## src/tcb_pkg.sv

```systemverilog
package tcb_pkg;

    //////////////////////////////////////////////////////////////////////
    // bus geometry
    //////////////////////////////////////////////////////////////////////

    // byte address
    localparam int unsigned tcb_adr_w = 16;
    // data bus
    localparam int unsigned tcb_dat_w = 32;
    // bytes per word
    localparam int unsigned tcb_byt_n = tcb_dat_w / 8;
    // address bits that select a byte inside a word
    localparam int unsigned tcb_off_w = $clog2(tcb_byt_n);

    //////////////////////////////////////////////////////////////////////
    // encodings
    //////////////////////////////////////////////////////////////////////

    // logarithmic transfer size, 2**siz bytes
    typedef enum logic [1:0] {
        siz_byte = 2'd0,
        siz_half = 2'd1,
        siz_word = 2'd2
    } tcb_siz_e;

    typedef enum logic {
        op_read  = 1'b0,
        op_write = 1'b1
    } tcb_op_e;

    //////////////////////////////////////////////////////////////////////
    // request and response
    //////////////////////////////////////////////////////////////////////

    // write data sits in the byte lanes picked by the address
    typedef struct packed {
        tcb_op_e                op;
        logic [tcb_adr_w-1:0]   adr;
        tcb_siz_e               siz;
        logic [tcb_dat_w-1:0]   wdt;
    } tcb_req_t;

    // one-cycle vld pulse per request
    typedef struct packed {
        logic                   vld;
        logic [tcb_dat_w-1:0]   rdt;
        logic                   err;
    } tcb_rsp_t;

    // byte lanes touched by a transfer of size siz at byte offset off
    function automatic logic [tcb_byt_n-1:0] tcb_mask(
        input tcb_siz_e             siz,
        input logic [tcb_off_w-1:0] off
    );
        case (siz)
            siz_byte: return tcb_byt_n'(1) << off;
            siz_half: return tcb_byt_n'(3) << off;
            siz_word: return '1;
            default:  return '0;
        endcase
    endfunction

endpackage

```

## src/tcb_register_backpressure.sv

```systemverilog
`timescale 1ns/10ps

module tcb_register_backpressure
    import tcb_pkg::*;
(
    input  logic     sub,
    input  logic     rst_n,
    // subordinate side, manager connects here
    input  logic     sub_vld,
    input  tcb_req_t sub_req,
    output logic     sub_rdy,
    // manager side, subordinate connects here
    output logic     man_vld,
    output tcb_req_t man_req,
    input  logic     man_rdy
);

    //////////////////////////////////////////////////////////////////////
    // local declarations
    //////////////////////////////////////////////////////////////////////

    // request parked while the memory stalls
    tcb_req_t             buf_req;
    // byte lanes the incoming size covers
    logic [tcb_byt_n-1:0] buf_msk;
    // accepted here but not downstream
    logic                 park;

    //////////////////////////////////////////////////////////////////////
    // ready register
    //////////////////////////////////////////////////////////////////////

    assign buf_msk = tcb_mask(sub_req.siz, sub_req.adr[tcb_off_w-1:0]);
    assign park    = sub_vld & sub_rdy & ~man_rdy;

    // low exactly while the buffer holds a request
    always_ff @(posedge sub or negedge rst_n) begin
        if (!rst_n) begin
            sub_rdy <= 1'b1;
        end else if (sub_rdy) begin
            sub_rdy <= ~park;
        end else begin
            sub_rdy <= man_rdy;
        end
    end

    //////////////////////////////////////////////////////////////////////
    // buffer
    //////////////////////////////////////////////////////////////////////

    // only covered write lanes toggle
    always_ff @(posedge sub) begin
        if (park) begin
            buf_req.op  <= sub_req.op;
            buf_req.adr <= sub_req.adr;
            buf_req.siz <= sub_req.siz;
            for (int i = 0; i < tcb_byt_n; i++) begin
                if (buf_msk[i]) begin
                    buf_req.wdt[i*8 +: 8] <= sub_req.wdt[i*8 +: 8];
                end
            end
        end
    end

    // straight through while ready, buffer otherwise
    assign man_vld = sub_rdy ? sub_vld : 1'b1;
    assign man_req = sub_rdy ? sub_req : buf_req;

    //////////////////////////////////////////////////////////////////////
    // checks
    //////////////////////////////////////////////////////////////////////

    // a held request is a captured one
    a_hold_vld: assert property (@(posedge sub) disable iff (!rst_n)
        !sub_rdy |-> man_vld && !$isunknown({man_req.op, man_req.adr, man_req.siz}));

endmodule

```

## config.mk

```make
export PLATFORM = sky130hd
export DESIGN_NAME = tcb_register_backpressure
export DESIGN_NICKNAME = d
export VERILOG_FILES = /design/src/tcb_pkg.sv /design/src/tcb_register_backpressure.sv
export SDC_FILE = /design/constraint.sdc
export NUM_CORES = 1
export LEC_CHECK = 0
export BUFFER_PORTS_ARGS = -buffer_cell sky130_fd_sc_hd__buf_2
export CORE_ASPECT_RATIO = 1.2
export CORE_MARGIN = 2
export CORE_UTILIZATION = 40
export DETAILED_ROUTE_END_ITERATION = 10
export PLACE_DENSITY = 0.71
export SLEW_MARGIN = 40
export SYNTH_ARGS = -nofsm -noshare
export SYNTH_HDL_FRONTEND = slang
export SYNTH_SLANG_ARGS = --single-unit
```

## constraint.sdc

```tcl
create_clock -name sub -period 6.4 [get_ports sub]
set_input_delay 0.32 -clock sub [delete_from_list [all_inputs] [get_ports sub]]
set_output_delay 0.32 -clock sub [all_outputs]
set_load 0.03 [all_outputs]
```

==> run_results.csv <==
group,metric,value,unit
placed_design,dp_hpwl,3.26,mm
setup_path,worst-setup-path-type,"flip-flop to flip-flop",
grt,grt_pass1_wl,6.44,mm
synthesis,ys_seq_area_frac,0.684,
timing,finalHoldViolations,0,
timing,period_share,0.405,
detailed_routing,drt_iter0_drc,65,
setup_path,max_stage_delay,1.01,ns
pwr,p_per_area,254,nW/um^2
grt,antenna_found_initial,0,
hold_path,worstHoldStart,"sub_req[45]",
detailed_routing,drcViolationCount,0,
timing,setup_tns,0,ns
hold_path,hp-class,"input pin to flip-flop",
synthesis,synthDistinctLibCells,12,
synthesis,synth_top_area_frac,0.672,
die,fp.dieArea,6320,sq um
clock_network,postCtsHoldBufs,1,
detailed_routing,wl_per_cell,14.7,microns
layout,final_util,0.531,
clock_network,cts_tree,"yes",
synthesis,async_reset_ff_frac,0.0192,
job,maxCapViolCount,0,
setup_path,crit_fanout,54,
grt,grt.overflow.total,0,
synthesis,synth_cells,123,
synthesis,synth_area,2280,sq um
die,io_pins,108,
placed_design,placed_cells,288,
layout,antennaDiodeCount,0,
setup_path,r2r-end,"buf_req[5]$_DFFE_PP_",
synthesis,synth_seq_cells,52,
die,row_count,30,
grt,globalRouteTotalUtil,0.136,
clock_network,clkTransAtPathRegs,0.09,ns
layout,drive_above_1_share,0.721,
pwr,peakVddDrop,0.000126,V
detailed_routing,detail-route-antenna-nets,0,
synthesis,synth_edf_count,51,
placed_design,gp_congestion,0.692,
outcome,status,"finished, final reports clean",
synthesis,synth_commonest_cells,"edfxtp_1, mux2_2, buf_4, o21a_1, nor2_1",
pwr,power.leakage,1.21,nW
synthesis,synth_warnings,0,
clock_network,clk_latency,0.30,ns
die,floorplan.initialDensity,0.407,
setup_path,path_cells,"and3b_2, a21boi_4, o21a_1",
grt,grt_max_degree,55,
die,dieWidth,72.9,microns
setup_path,arrival,2.56,ns
setup_path,startpoint_type,"flip-flop",
clock_network,numClockSinks,52,
detailed_routing,vias,1430,
layout,final_area,2970,sq um
synthesis,syn_nets,178,
clock_network,cts-resized-gates,0,
placed_design,dpl_cell_area,2850,sq um
grt,grt_pass1_vias,1355,
setup_path,worstRegToRegCells,3,
die,core_area,5590,sq um
setup_path,r2r_setup_slack,3.80,ns
timing,tightest_slew,0.583,ns
detailed_routing,routed_via_density,4.81,
detailed_routing,first_pass_iters,4,
clock_network,cts_root_buffer,"clkbuf_8",
synthesis,syn-mean-instance-area,18.5,sq um
timing,fin_crit,2.60,ns
pwr,total_power,0.755,mW
setup_path,r2r-start,"sub_rdy$_DFF_PN1_",
placed_design,io_buffers,107,
setup_path,endpoint_kind,"flip-flop",
clock_network,numCtsBuffers,5,
clock_network,ctsLongestPathBuffers,2,
timing,relSlewSlack,0.611,
synthesis,synthFlopType,"edfxtp_1",
setup_path,crit_required,6.36,ns
timing,rsz0062_at_grt,"false",
hold_path,min_to,"buf_req[45]$_DFFE_PP_",
timing,setup_viol,0,
clock_network,post_cts_buffers,0,
layout,area_delta_synth_final,30.4,%
timing,max_freq,0.385,GHz
timing,slew_violations,0,
layout,fin_cells,297,
hold_path,min_path_cells,1,
synthesis,synth_area_leader_cell,"edfxtp_1",
setup_path,crit_slowest_cell,"dfstp_4",
die,die_h,86.7,microns
layout,layout.nets,287,
timing,finalClockSkew,0.00889,ns
synthesis,yosys-top-cells-area,"edfxtp_1, mux2_2, buf_4, o21a_1, dfstp_2",
layout,fillers,459,
detailed_routing,routed_wl,4.36,mm
clock_network,htree_levels,2,
## stage by stage
step	worst slack, ns	hold slack [ns]
2_1_floorplan	4.12	0.172
3_3_place_gp	3.22	0.257
3_5_place_dp	3.47	0.258
4_1_cts	3.44	0.190
5_1_grt	3.62	0.186
6_report	3.80	0.201
## worst max-delay path by stage
stage | start | to | slack, ns
final | sub_rdy$_DFF_PN1_ | buf_req[5]$_DFFE_PP_ | 3.80
after global routing | sub_rdy$_DFF_PN1_ | buf_req[5]$_DFFE_PP_ | 3.62
after CTS | sub_rdy$_DFF_PN1_ | buf_req[5]$_DFFE_PP_ | 3.44
after detailed placement | sub_rdy$_DFF_PN1_ | buf_req[0]$_DFFE_PP_ | 3.47
after global placement | sub_rdy$_DFF_PN1_ | buf_req[0]$_DFFE_PP_ | 3.22
after floorplan | sub_rdy$_DFF_PN1_ | buf_req[0]$_DFFE_PP_ | 4.12
## logic make-up after synthesis
family	share of synthesized area
mux	0.256
flops	0.684
simple gates	0.0187
buf+inv	0.0198
compound gates	0.0214
## cell type report
type	instances	area [sq um]	share of cell area
flip-flops and latches	52	1560	0.525
multi-input cells	65	677	0.228
well taps	64	80.1	0.0269
clock inverters	2	35.0	0.0118
repair buffers	108	546	0.184
clock buffers	6	72.6	0.0244
## critical path, delay by kind of cell, from the launching register on
kind            cells  cell delay, ns
flops               1            1.01
compound gates      2            0.66
simple gates        1            0.58
## layer usage
metal,up-vias,track usage,wire [microns]
met4,0,0.0556,58
met2,65,0.228,2150
met3,4,0.0337,280
met1,668,0.166,1870
met5,-,0,0
li1,693,-,-
## report_power, final
| group | switching (mW) | internal, mW |
|---|---|---|
| clock | 0.0993 | 0.116 |
| sequential | 0.0103 | 0.387 |
| combinational | 0.0857 | 0.0563 |
| total | 0.195 | 0.559 |
## state kept, by name (all words and copies together) (netlist names)
signal	cells
sub_rdy	1
buf_req	51
## placed cells by master (no fill, tap or decap), drive strengths merged
| cell type | count |
|---|---|
| edfxtp | 51 |
| and3b | 1 |
| clkinv | 1 |
| mux2 | 51 |
| a21boi | 1 |
| o21a | 4 |
| nand2b | 2 |
| mux2i | 1 |
| dfstp | 1 |
| clkbuf | 6 |
| bufinv | 1 |
| buf | 107 |
| nor2b | 1 |
| nor2 | 3 |
| dlygate4sd3 | 1 |
| nand2 | 1 |
Power figures use the tool's default switching activity.
