### config.mk
export PLATFORM = sky130hd
export DESIGN_NAME = tcb_response_pipe
export DESIGN_NICKNAME = d
export VERILOG_FILES = /design/src/tcb_pkg.sv /design/src/tcb_response_pipe.sv
export SDC_FILE = /design/constraint.sdc
export NUM_CORES = 1
export LEC_CHECK = 0
export ABC_CLOCK_PERIOD_IN_PS = 1600
export BUFFER_PORTS_ARGS = -buffer_cell sky130_fd_sc_hd__buf_2
export CAP_MARGIN = 0
export CORE_MARGIN = 1
export CORE_UTILIZATION = 42
export CTS_CLUSTER_DIAMETER = 150
export DETAILED_ROUTE_END_ITERATION = 8
export GPL_ROUTABILITY_DRIVEN = 0
export PLACE_DENSITY = 0.81
export SYNTH_ARGS = -nofsm -noshare
export SYNTH_HDL_FRONTEND = slang
export SYNTH_SLANG_ARGS = --single-unit
### constraint.sdc
create_clock -name sub -period 1.6 [get_ports sub]
set_clock_uncertainty 0.2 [all_clocks]
set_input_delay 0.08 -clock sub [delete_from_list [all_inputs] [get_ports sub]]
set_output_delay 0.08 -clock sub [all_outputs]
set_load 0.05 [all_outputs]
### src/tcb_pkg.sv
package tcb_pkg;

    //////////////////////////////////////////////////////////////////////
    // bus geometry
    //////////////////////////////////////////////////////////////////////

    // byte address
    localparam int unsigned tcb_adr_w = 16;
    // data bus
    localparam int unsigned tcb_dat_w = 32;
    // bytes per word
    localparam int unsigned tcb_byt_n = tcb_dat_w / 8;
    // address bits that select a byte inside a word
    localparam int unsigned tcb_off_w = $clog2(tcb_byt_n);

    //////////////////////////////////////////////////////////////////////
    // encodings
    //////////////////////////////////////////////////////////////////////

    // logarithmic transfer size, 2**siz bytes
    typedef enum logic [1:0] {
        siz_byte = 2'd0,
        siz_half = 2'd1,
        siz_word = 2'd2
    } tcb_siz_e;

    typedef enum logic {
        op_read  = 1'b0,
        op_write = 1'b1
    } tcb_op_e;

    //////////////////////////////////////////////////////////////////////
    // request and response
    //////////////////////////////////////////////////////////////////////

    // write data sits in the byte lanes picked by the address
    typedef struct packed {
        tcb_op_e                op;
        logic [tcb_adr_w-1:0]   adr;
        tcb_siz_e               siz;
        logic [tcb_dat_w-1:0]   wdt;
    } tcb_req_t;

    // one-cycle vld pulse per request
    typedef struct packed {
        logic                   vld;
        logic [tcb_dat_w-1:0]   rdt;
        logic                   err;
    } tcb_rsp_t;

    // byte lanes touched by a transfer of size siz at byte offset off
    function automatic logic [tcb_byt_n-1:0] tcb_mask(
        input tcb_siz_e             siz,
        input logic [tcb_off_w-1:0] off
    );
        case (siz)
            siz_byte: return tcb_byt_n'(1) << off;
            siz_half: return tcb_byt_n'(3) << off;
            siz_word: return '1;
            default:  return '0;
        endcase
    endfunction

endpackage

### src/tcb_response_pipe.sv
`timescale 1ns/10ps

module tcb_response_pipe
    import tcb_pkg::*;
#(
    parameter int unsigned DLY = 2
)(
    input  logic     sub,
    input  logic     rst_n,
    input  tcb_rsp_t din,
    output tcb_rsp_t dout
);

    //////////////////////////////////////////////////////////////////////
    // delay line, DLY-1 stages
    //////////////////////////////////////////////////////////////////////

    generate
        if (DLY == 1) begin: g_wire
            // memory already gives the one cycle
            assign dout = din;
        end else begin: g_shift
            // stage valids
            logic [DLY-2:0]       vld_q;
            // stage payload
            logic [tcb_dat_w-1:0] rdt_q [DLY-1];
            logic [DLY-2:0]       err_q;

            always_ff @(posedge sub or negedge rst_n) begin
                if (!rst_n) begin
                    vld_q <= '0;
                end else begin
                    vld_q[0] <= din.vld;
                    for (int i = 1; i < DLY - 1; i++) begin
                        vld_q[i] <= vld_q[i-1];
                    end
                end
            end

            // payload only moves with a valid, idle stages keep still
            always_ff @(posedge sub) begin
                if (din.vld) begin
                    rdt_q[0] <= din.rdt;
                    err_q[0] <= din.err;
                end
                for (int i = 1; i < DLY - 1; i++) begin
                    if (vld_q[i-1]) begin
                        rdt_q[i] <= rdt_q[i-1];
                        err_q[i] <= err_q[i-1];
                    end
                end
            end

            // last stage
            assign dout.vld = vld_q[DLY-2];
            assign dout.rdt = rdt_q[DLY-2];
            assign dout.err = err_q[DLY-2];
        end
    endgenerate

    a_dout_known: assert property (@(posedge sub) disable iff (!rst_n)
        !$isunknown(dout.vld));

endmodule

==> flow_summary.ini, run 1 <==
[worst_setup_path]
crit_arrival_ns = 1.13
bufs_and_invs_on_worst_path = 3
family_with_the_most_delay_on_the_worst_path = buffers and inverters
capturing_element_type_of_the_critical_path = flop
critPathMaxStageDelay_ns = 0.52
wp_data_required_ns = 1.43
start_kind = primary input
crit_path_top_delay_cell = sky130_fd_sc_hd__dlygate4sd3_1
critPathMaxFanout = 21
setup.worst_path.class = in -> reg
sequence_of_cells_on_the_critical_path = dlygate4sd3_1, buf_2, buf_12

[route]
detail_route.drc_violations = 0
drt-wirelength-per-cell_microns = 14.4
detailroute.via_count = 769
dr.pass1.iters = 3
drtAntennaViolNets = 0
viasPerCell = 4.37
totalWireLength_mm = 2.54
drt-initial-drc-count = 13

[synthesis]
syn_area_per_cell_sq_um = 28.6
netlist-cell-type-count = 3
postSynthRegisterBits = 34
synth_flop_cell = sky130_fd_sc_hd__edfxtp_1
synthMostInstantiatedCell = sky130_fd_sc_hd__edfxtp_1
post_synth_main_area_contributors = sky130_fd_sc_hd__edfxtp_1, sky130_fd_sc_hd__dfrtp_1, sky130_fd_sc_hd__buf_4
synthesis.yosys.warnings = 0
synthCells = 36
yosysTopAreaCellShare = 0.961
post-synth-top-area-cell = sky130_fd_sc_hd__edfxtp_1
synth.cells.most_frequent = sky130_fd_sc_hd__edfxtp_1, sky130_fd_sc_hd__buf_4, sky130_fd_sc_hd__dfrtp_1
mappedNetlistArea_sq_mm = 0.00103
syn_nets = 72
synth.yosys.seq_area_share = 0.985
synth-edff-count = 33
synth-async-reset-ratio = 0.0294

[floorplanning]
die_h_microns = 51.5
chipWidth_microns = 51.5
design.core.area_sq_mm = 0.00225
rows = 17
boundaryPins = 70
initial_core_util = 0.457
design.die.area_sq_mm = 0.00266

[worst_hold_path]
min_path_type = in -> reg
hold_path_end = g_shift.rdt_q[0][20]$_DFFE_PP_
worst_hold_startpoint = din[21]
whs_path_depth = 2

[global_routing]
grt_start_max_net_pins = 22
globalRouteOverflowTotal = 0
grt_pass1_wl_mm = 3.64
globalRouteTotalUtil = 0.214
via_count_of_the_first_global_routing_pass = 765
grt_antenna_before_repair = 0

[power]
p_per_area_mw_per_mm2 = 1060
static-leakage-power_nw = 0.794
worst_ir_drop_vdd_v = 0.000792

[timing]
slew_viol_final = 0
tightest_slew_ns = 0.324
post-route-min-period_ns = 1.30
report.final.hold_viol_count = 0
clock.fmax_ghz = 0.770
setup_viol = 0
timing.final.crit_share = 0.812
final.setup.tns_ns = 0
rsz0062_at_grt = false
relative_slew_slack = 0.784

[cts]
max_clock_buf_depth = 2
clk_pin_slew_ns = 0.10
cts_made_buffers = 5
cts_resized = 0
cts_root_buffer = sky130_fd_sc_hd__clkbuf_4
ctsHtreeMaxLevel = 2
tritoncts_clock_tree = done
cts.sinks = 34

[cells_and_area]
finalInstanceArea_sq_mm = 0.00183
insertedDiodeCount = 0
layout-drive-gt1-share = 0.520
finish.net_count = 183
multi_input_gates = 0
area_growth_syn_to_layout_pct = 77.5
area_of_combinational_cells_with_multiple_inputs_sq_um = 0

[job]
maxCapViolCount = 0

[placement]
portBuffers = 69
placedInstanceArea_sq_mm = 0.00142

[run_status]
run_status = completed
## cell families after synthesis
kind of cell / count (synthesis) / share of synthesized area
flip-flops: 34 / 0.985
buffers and inverters: 2 / 0.0146
## metrics by stage
stage | util | hold WS (ns) | total power, mW | worst slack (ns) | cells
detailed placement | 0.628 | -0.338 | 1.46 | 0.506 | 132
global placement | 0.628 | -0.344 | 1.45 | 0.526 | 132
floorplan | - | -0.416 | 1.34 | 0.719 | 36
finish | 0.812 | 0.258 | 1.94 | 0.301 | 176
global route | 0.812 | 0.248 | 2.01 | 0.259 | 176
CTS | 0.812 | 0.240 | 1.95 | 0.313 | 176
## where the power goes
part	leakage (nW)	internal, mW	switching, mW
combinational	0.431	0.136	0.306
sequential	0.335	1.05	0.0170
clock	0.0286	0.163	0.269
total	0.794	1.35	0.592
## flip-flops by register name, summed over array words and instances (netlist names)
register	flops
g_shift.rdt_q	32
g_shift.err_q	1
g_shift.vld_q	1
## worst max-delay path by stage
stage                                   from                              to  slack, ns  depth (start not counted)
3_3_place_gp                         din[33]  g_shift.rdt_q[0][10]$_DFFE_PP_       0.53                          2
4_1_cts                              din[33]  g_shift.rdt_q[0][13]$_DFFE_PP_       0.31                          3
2_1_floorplan  g_shift.rdt_q[0][9]$_DFFE_PP_                        dout[10]       0.72                          0
6_report                             din[33]  g_shift.rdt_q[0][24]$_DFFE_PP_       0.30                          3
3_5_place_dp                         din[33]  g_shift.rdt_q[0][23]$_DFFE_PP_       0.51                          2
5_1_grt                              din[33]  g_shift.rdt_q[0][24]$_DFFE_PP_       0.26                          3
## area by class of cell
cell class,instances,area (sq um)
clock buffer,5,37.5
clock inverter,3,16.3
fill,139,424
sequential,34,1020
tap,28,35.0
timing repair buffer,106,726
## cells in the final DEF (no fill, tap or decap), drive strengths merged
| master | n |
|---|---|
| buf | 70 |
| clkbuf | 5 |
| clkinv | 2 |
| clkinvlp | 1 |
| dfrtp | 1 |
| dlygate4sd3 | 36 |
| edfxtp | 33 |
## per-layer routing
| layer | GRT usage | vias up | part of all wire |
|---|---|---|---|
| met5 | 0 | - | 0 |
| met4 | 0.126 | 0 | 0.028 |
| met3 | 0.0585 | 6 | 0.070 |
| met2 | 0.405 | 45 | 0.57 |
| met1 | 0.200 | 354 | 0.33 |
| li1 | - | 364 | - |
## repair_timing
| item | CTS | global route |
|---|---|---|
| setup buffers | 0 | 0 |
| hold endpoints to repair | 47 | 0 |
| endpoints found under the setup margin | 0 | 0 |
| hold buffers | 36 | 0 |
(Power assumes the default switching activity.)
==> run 2: changes to the inputs <==
ABC_CLOCK_PERIOD_IN_PS = 1140   (was 1600)
CORE_UTILIZATION = 36   (was 42)
PLACE_DENSITY = 0.74   (was 0.81)
clock period = 1.14 ns   (was 1.6 ns; I/O delays follow)
==> flow_summary.ini, run 2 (synthesis results as in run 1) <==
[cts]
tritoncts_clock_tree = done
clk_pin_slew_ns = 0.11
cts_made_buffers = 5
cts.sinks = 34
cts_root_buffer = sky130_fd_sc_hd__clkbuf_4
max_clock_buf_depth = 2
post_cts.repair.setup_buffers = 0
ctsHtreeMaxLevel = 2

[worst_setup_path]
capturing_element_type_of_the_critical_path = output pin
bufs_and_invs_on_worst_path = 1
setup.worst_path.class = reg -> out
sequence_of_cells_on_the_critical_path = buf_6
wp_data_required_ns = 0.88
crit_arrival_ns = 0.94
family_with_the_most_delay_on_the_worst_path = flip-flops
critPathMaxStageDelay_ns = 0.44
crit_path_top_delay_cell = sky130_fd_sc_hd__edfxtp_1
critPathMaxFanout = 1
start_kind = flop

[cells_and_area]
layout.cells.most_common = sky130_fd_sc_hd__dlygate4sd3_1
finalNonFillerCells = 179
multi_input_gates = 0
max_reg_flops = 32
area_of_combinational_cells_with_multiple_inputs_sq_um = 0
insertedDiodeCount = 0
fill_cells = 140
post-route-util = 0.757
area_growth_syn_to_layout_pct = 101
largest-register = g_shift.rdt_q
layout_top_registers = g_shift.rdt_q (32), g_shift.err_q (1), g_shift.vld_q (1)
finalInstanceArea_sq_mm = 0.00207
finish.net_count = 183
layout.cells.most_common_list = sky130_fd_sc_hd__dlygate4sd3_1, sky130_fd_sc_hd__buf_2, sky130_fd_sc_hd__buf_6
layout-drive-gt1-share = 0.514

[floorplanning]
rows = 19
boundaryPins = 70
design.die.area_sq_mm = 0.00308
design.core.area_sq_mm = 0.00273
initial_core_util = 0.377
die_h_microns = 55.5
chipWidth_microns = 55.5

[global_routing]
globalRouteOverflowTotal = 0
grt_start_max_net_pins = 35
grt_pass1_wl_mm = 4.32
via_count_of_the_first_global_routing_pass = 809
globalRouteTotalUtil = 0.201
grt_antenna_before_repair = 0

[placement]
placedInstanceArea_sq_mm = 0.00142
portBuffers = 69
placed_cells = 135

[run_status]
failing_checks = negative setup slack
run_status = finished with violations

[timing]
final_hold_slack_ns = 0.243
post-route-min-period_ns = 1.19
relative_slew_slack = 0.878
report.final.hold_viol_count = 0
rsz0062_at_grt = true
setup_viol = 19
clock.fmax_ghz = 0.837
finalWorstSetupSlack_ns = -0.0549
timing.final.crit_share = 1.05
slew_viol_final = 0
tightest_slew_ns = 0.183

[power]
p_per_area_mw_per_mm2 = 1500
totalPowerFinal_mw = 3.11
static-leakage-power_nw = 0.877
worst_ir_drop_vdd_v = 0.00117

[route]
drtAntennaViolNets = 0
detailroute.via_count = 790
totalWireLength_mm = 2.90
drt-wirelength-per-cell_microns = 16.2
dr.pass1.iters = 4
detail_route.drc_violations = 0
drt-initial-drc-count = 33
viasPerCell = 4.41

[worst_hold_path]
min_path_type = in -> reg

[job]
maxCapViolCount = 0
-- run 2: metrics by stage --
step	TNS [ns]	setup slack [ns]
floorplan	0	0.282
global placement	0	0.266
detailed placement	0	0.255
CTS	-0.508	-0.0352
global route	-1.68	-0.0992
finish	-0.330	-0.0549
-- run 2: where the power goes --
group | switching (mW) | total [mW] | internal (mW)
registers | 0.0496 | 1.53 | 1.48
clock network | 0.376 | 0.841 | 0.466
logic | 0.436 | 0.739 | 0.303
-- run 2: final cells by class --
type	count	area (sq um)	share of cell area
flip-flops and latches	34	1020	0.491
well taps	31	38.8	0.0188
repair buffers	106	938	0.454
clock inverters	1	30.0	0.0145
clock buffers	7	45.0	0.0218
-- run 2: worst paths after layout --
kind / from / end / slack, ns / cells after the start
min in group asynchronous: rst_n / g_shift.vld_q$_DFF_PN0_ / 0.40 / 3
worst max-delay path: g_shift.rdt_q[0][25]$_DFFE_PP_ / dout[26] / -0.05 / 1
max in group asynchronous: rst_n / g_shift.vld_q$_DFF_PN0_ / 0.24 / 3
worst min-delay path: din[9] / g_shift.rdt_q[0][8]$_DFFE_PP_ / 0.24 / 2
-- run 2: what timing repair did --
action	in CTS	in global routing
endpoints found under the hold margin	68	0
endpoints found under the setup margin	34	34
resized for setup	68	0
gates cloned	0	0
hold buffers	36	0
-- run 2: per-layer routing --
metal	up-vias	global-route usage	share of wire
li1	362	-	-
met1	372	0.221	0.38
met2	52	0.339	0.52
met3	4	0.0890	0.086
met4	0	0.0786	0.012
met5	-	0	0
